## src/common/fas_pkg.sv

```systemverilog
// Shared definitions for the filter and spectrum front end
//   Widths and counts of the FIR, frame collector and FFT
//   Sample, frame, complex and spectrum types
//   FIR coefficient table and FFT twiddle tables
//   Index bit reversal used for output reordering
`default_nettype none

package fas_pkg;

  localparam int SAMPLE_W   = 16;  // Input and FIR output width
  localparam int COEF_W     = 20;  // FIR coefficient width
  localparam int FIR_TAPS   = 32;
  localparam int FRAME_LEN  = 16;  // Points per FFT frame
  localparam int FFT_STAGES = 4;
  localparam int ACC_W      = 24;  // Internal FFT real and imaginary width
  localparam int TW_FRAC    = 16;  // Fraction bits of twiddles and coefficients
  localparam int TW_W       = TW_FRAC + 2;  // Holds +1.0 and -1.0 in Q16

  localparam int FIR_CNT_W   = $clog2(FIR_TAPS);
  localparam int FIR_SUM_W   = SAMPLE_W + COEF_W + FIR_CNT_W;  // Full precision MAC
  localparam int FRAME_IDX_W = $clog2(FRAME_LEN);

  typedef logic signed [SAMPLE_W-1:0] sample_t;
  typedef logic signed [COEF_W-1:0]   coef_t;

  typedef struct packed {
    sample_t [FRAME_LEN-1:0] s;  // Index 0 is the oldest sample
  } frame_t;

  typedef struct packed {
    logic signed [ACC_W-1:0] re;
    logic signed [ACC_W-1:0] im;
  } cplx_t;

  typedef struct packed {
    logic signed [SAMPLE_W-1:0] re;
    logic signed [SAMPLE_W-1:0] im;
  } bin_t;

  typedef struct packed {
    bin_t [FRAME_LEN-1:0] bin;  // Natural bin order
  } spectrum_t;

  // Low-pass taps, entry 0 weights the newest sample
  localparam coef_t FIR_COEF [FIR_TAPS] = '{
    20'hFFF9E, 20'hFFF86, 20'hFFFA7, 20'h0003B,
    20'h0014B, 20'h0024A, 20'h00222, 20'hFFFE4,
    20'hFFBC5, 20'hFF7CA, 20'hFF74E, 20'hFFD74,
    20'h00B1A, 20'h01DAC, 20'h02F9E, 20'h03AA9,
    20'h03AA9, 20'h02F9E, 20'h01DAC, 20'h00B1A,
    20'hFFD74, 20'hFF74E, 20'hFF7CA, 20'hFFBC5,
    20'hFFFE4, 20'h00222, 20'h0024A, 20'h0014B,
    20'h0003B, 20'hFFFA7, 20'hFFF86, 20'hFFF9E
  };

  // W16^k = cos(2*pi*k/16) - j*sin(2*pi*k/16)
  localparam logic signed [TW_W-1:0] TW_RE [FRAME_LEN/2] = '{
    65536, 60547, 46340, 25079, 0, -25079, -46340, -60547
  };
  localparam logic signed [TW_W-1:0] TW_IM [FRAME_LEN/2] = '{
    0, -25079, -46340, -60547, -65536, -60547, -46340, -25079
  };

  // Reverses the FFT_STAGES low bits of an index
  function automatic int unsigned bit_rev(input int unsigned idx);
    int unsigned rev;
    rev = 0;
    for (int b = 0; b < FFT_STAGES; b++) begin
      rev = (rev << 1) | ((idx >> b) & 1);
    end
    return rev;
  endfunction

endpackage

`default_nettype wire

```

## src/design/frame_collector.sv

```systemverilog
// Serial to parallel frame collector
//   Write index over valid FIR outputs
//   Frame register and one-cycle frame pulse
`timescale 1ns/10ps
`default_nettype none

module frame_collector (
  input  logic              clk,
  input  logic              rst,
  input  logic              fir_valid,
  input  fas_pkg::sample_t  fir_d,
  output logic              frame_valid,
  output fas_pkg::frame_t   frame
);

  logic [fas_pkg::FRAME_IDX_W-1:0] wr_idx;  // Next slot to fill
  logic                            last_slot;

  assign last_slot = (wr_idx == fas_pkg::FRAME_IDX_W'(fas_pkg::FRAME_LEN - 1));

  always_ff @(posedge clk or posedge rst) begin
    if (rst) begin
      wr_idx      <= '0;
      frame_valid <= 1'b0;
      frame       <= '0;
    end else begin
      frame_valid <= 1'b0;
      if (fir_valid) begin
        frame.s[wr_idx] <= fir_d;
        if (last_slot) begin
          frame_valid <= 1'b1;  // Frame complete
          wr_idx      <= '0;
        end else begin
          wr_idx <= wr_idx + 1'b1;
        end
      end else begin
        // Partial frame is dropped when the stream breaks
        wr_idx <= '0;
      end
    end
  end

endmodule

`default_nettype wire

```

## config.mk

```make
export PLATFORM = sky130hd
export DESIGN_NAME = frame_collector
export DESIGN_NICKNAME = d
export VERILOG_FILES = /design/src/common/fas_pkg.sv /design/src/design/frame_collector.sv
export SDC_FILE = /design/constraint.sdc
export NUM_CORES = 1
export LEC_CHECK = 0
export ABC_AREA = 1
export BUFFER_PORTS_ARGS = -buffer_cell sky130_fd_sc_hd__buf_4
export CELL_PAD_IN_SITES_DETAIL_PLACEMENT = 2
export CELL_PAD_IN_SITES_GLOBAL_PLACEMENT = 2
export CORE_UTILIZATION = 31
export DETAILED_ROUTE_END_ITERATION = 16
export GPL_ROUTABILITY_DRIVEN = 0
export PLACE_DENSITY_LB_ADDON = 0.1
export RECOVER_POWER = 50
export SETUP_SLACK_MARGIN = 0.1
export SYNTH_ARGS = -nofsm -noshare
export SYNTH_HDL_FRONTEND = slang
export SYNTH_SLANG_ARGS = --single-unit
```

## constraint.sdc

```tcl
create_clock -name clk -period 10.1 [get_ports clk]
set_input_delay 1.01 -clock clk [delete_from_list [all_inputs] [get_ports clk]]
set_output_delay 1.01 -clock clk [all_outputs]
set_load 0.01 [all_outputs]
```

==> flow_metrics.env <==
export IMPL_status="finished, violations left"
export IMPL_violations="max-capacitance violations, max-slew violations"
export IMPL_netSwitchingPower_mw=0.792
export IMPL_fin_crit_sh=0.493
export IMPL_syn2layout_area_growth_pct=24.0
export IMPL_netSwitchingFraction=0.289
export IMPL_hp_class="reg2reg"
export IMPL_fin_nets=1376
export IMPL_core_um2=31600
export IMPL_clk_insertion_delay_late_ns=0.55
export IMPL_cts_sinks=261
export IMPL_critPathLaunchType="input pin"
export IMPL_leakagePower_nw=6.56
export IMPL_slew_headroom=-2.70
export IMPL_cts_tree="done"
export IMPL_slowest_stage="clkinvlp_2"
export IMPL_p_clk_frac=0.397
export IMPL_critPathMaxFanout=121
export IMPL_yosys_warnings=0
export IMPL_path_clk_slew_ns=0.06
export IMPL_cp_endpoint="frame[152]"
export IMPL_cp_arrival_ns=5.50
export IMPL_p_int_mw=1.95
export IMPL_cts_inserted_buffers=30
export IMPL_antenna_cells=0
export IMPL_dieWidth_um=181
export IMPL_holdBufCountCts=0
export IMPL_start_util=0.316
export IMPL_maxSlewViolCount=192
export IMPL_clock_skew_ns=0.0150
export IMPL_drive_gt1_frac=0.0764
export IMPL_crit_buf_inv=3
export IMPL_critical_path_cell_chain="clkbuf_4 -> clkinvlp_2 -> buf_4"
export IMPL_ff2ff_setup_slack_ns=5.50
export IMPL_postRouteAntennaNets=0
export IMPL_first_pass_iters=4
export IMPL_vias=8554
export IMPL_setup_tns_ns=0
export IMPL_crit_family="buffers and inverters"
export IMPL_hold_viol_final=0
export IMPL_seq_area_frac_synth=0.654
export IMPL_track_usage=0.225
export IMPL_critPathCaptureType="asynchronous set/reset pin"
export IMPL_cpPeakStageDelay_ns=3.05
export IMPL_power_frac_seq=0.462
export IMPL_io_buffers=275
export IMPL_fin_crit_ns=4.98
export IMPL_io_pins=276
export IMPL_dieArea_um2=32900
export IMPL_r2r_start="wr_idx[2]"
export IMPL_synthTopCellsByArea="dfrtp_1 65%, nand2_1 23%, o21ai_0 4.0%"
export IMPL_ys_types=15
export IMPL_tightest_slew_ns=5.53
export IMPL_die_y_um=181
export IMPL_grt_pass1_wl_um=57100
export IMPL_synth_top_area_frac=0.654
export IMPL_cts_root_buf="clkbuf_16"
export IMPL_syn_nets=1129
export IMPL_overflow=0
export IMPL_critPathKind="in2async"
export IMPL_dp_slack_ns=6.87
export IMPL_htreeDepth=1
export IMPL_fin_util=0.391
export IMPL_reg2reg_to="frame[229]"
export IMPL_cts_path_max_buffers=3
export IMPL_p_comb_frac=0.141
export IMPL_peakVddDrop_mv=0.115
export IMPL_finalWirelength_um=36700
export IMPL_rsz0062_at_grt="no"
export IMPL_drt_wirelength_per_cell_um=20.7
export IMPL_avgSynthCellArea_um2=9.03
export IMPL_synth_area_leader_cell="dfrtp_1"
export IMPL_cp_data_required_time_ns=10.62
export IMPL_fmax_mhz=201
export IMPL_ys_seq_elements=261
export IMPL_drv_cap=2
export IMPL_ctsResizeCount=0
export IMPL_worst_slack_ns=5.12
export IMPL_drc_errors=0
export IMPL_via_per_inst=4.82
export IMPL_cp_depth=3
export IMPL_rr_worst_depth=5
export IMPL_syn_area_um2=9980
export IMPL_synthCells=1106
export IMPL_p_per_area_nw_per_um2=221
export IMPL_drtIter0Drc=317
export IMPL_grt_max_degree=122
export IMPL_grt_pass1_vias=9353
export IMPL_setup_viol=0
export IMPL_cts_setup_buffers=0
export IMPL_antenna_found_initial=0
export IMPL_crit_start="rst"
export IMPL_num_rows=65
export IMPL_dp_hpwl_um=24700
[worst min-delay path by stage]
stage               cells after the start  slack [ns]  startpoint    endpoint
floorplan                               1        0.49   wr_idx[0]   wr_idx[0]
global placement                        2        0.46  frame[187]  frame[187]
detailed placement                      2        0.46   frame[68]   frame[68]
CTS                                     2        0.48   frame[68]   frame[68]
global route                            2        0.50  frame[131]  frame[131]
finish                                  2        0.47  frame[123]  frame[123]
[cells by family (layout without fill, tap and decap cells)]
family / count (synthesis) / after routing / synth area share
simple gates: 617 / 617 / 0.235
compound gates: 130 / 130 / 0.0652
fa+ha+maj: 4 / 4 / 0.00501
flops: 261 / 261 / 0.654
buf+inv: 94 / 362 / 0.0404
[synth_stat cells]
cell / number
dfrtp_1: 261
ha_1: 4
inv_1: 22
nor2_2: 12
inv_2: 8
nand2_1: 600
o21ai_1: 50
nand3_1: 1
o21ai_0: 79
buf_4: 1
buf_2: 37
clkbuf_1: 26
a21oi_1: 1
nand4_1: 1
nor2_1: 3
[power by group through the flow]
stage                     logic [mW]  clock network [mW]  registers [mW]
after floorplan                0.134                   0            1.33
after global placement         0.469                   0            1.28
after detailed placement       0.488                   0            1.29
after CTS                      0.491                1.12            1.27
after global routing           0.431                1.15            1.28
final                          0.387                1.09            1.27
[through the flow]
| step | instance area (µm²) | power [mW] | hold WS (ns) | std cells |
|---|---|---|---|---|
| final | 12400 | 2.74 | 0.469 | 1776 |
| after detailed placement | 12300 | 1.77 | 0.463 | 1723 |
| after CTS | 13300 | 2.88 | 0.477 | 1776 |
| after global placement | 12300 | 1.75 | 0.456 | 1723 |
| after global routing | 12400 | 2.86 | 0.499 | 1776 |
| after floorplan | 9980 | 1.46 | 0.489 | 1106 |
[worst register-to-register path, stage by stage, from the launching register on]
cell and delay (ns):
dfrtp_1 0.47, nand2_2 0.10, clkbuf_1 2.34, nor2_1 1.19, nand2_1 0.27, nand2_1 0.09
[routing by layer]
layer | GRT usage | wire length [µm] | vias to the layer above
met1 | 0.289 | 16200 | 4387
met3 | 0.0630 | 2610 | 39
li1 | - | - | 3910
met2 | 0.381 | 17400 | 218
met4 | 0.0441 | 522 | 0
met5 | 0 | 0 | -
[state kept, by name, summed over array words and instances, names as in the netlist]
| signal | flops |
|---|---|
| frame | 256 |
| frame_valid | 1 |
| wr_idx | 4 |
[area by class of cell]
cell class	instances	area, µm²
repair buffers	279	1200
flip-flops and latches	261	6530
inverters	30	114
multi-input cells	751	3050
clock buffers	47	926
well taps	402	503
clock inverters	6	61.3
fillers	3689	19300
[layout by cell type (no fill, tap or decap), drive strengths merged]
cell,count
nand3,1
a21oi,1
o21ai,129
nand2,600
clkinv,4
inv,29
bufinv,1
ha,4
nor2,15
clkinvlp,2
clkbuf,287
dfrtp,261
nand4,1
buf,39
Note: power is estimated with default switching activity, not from simulation.
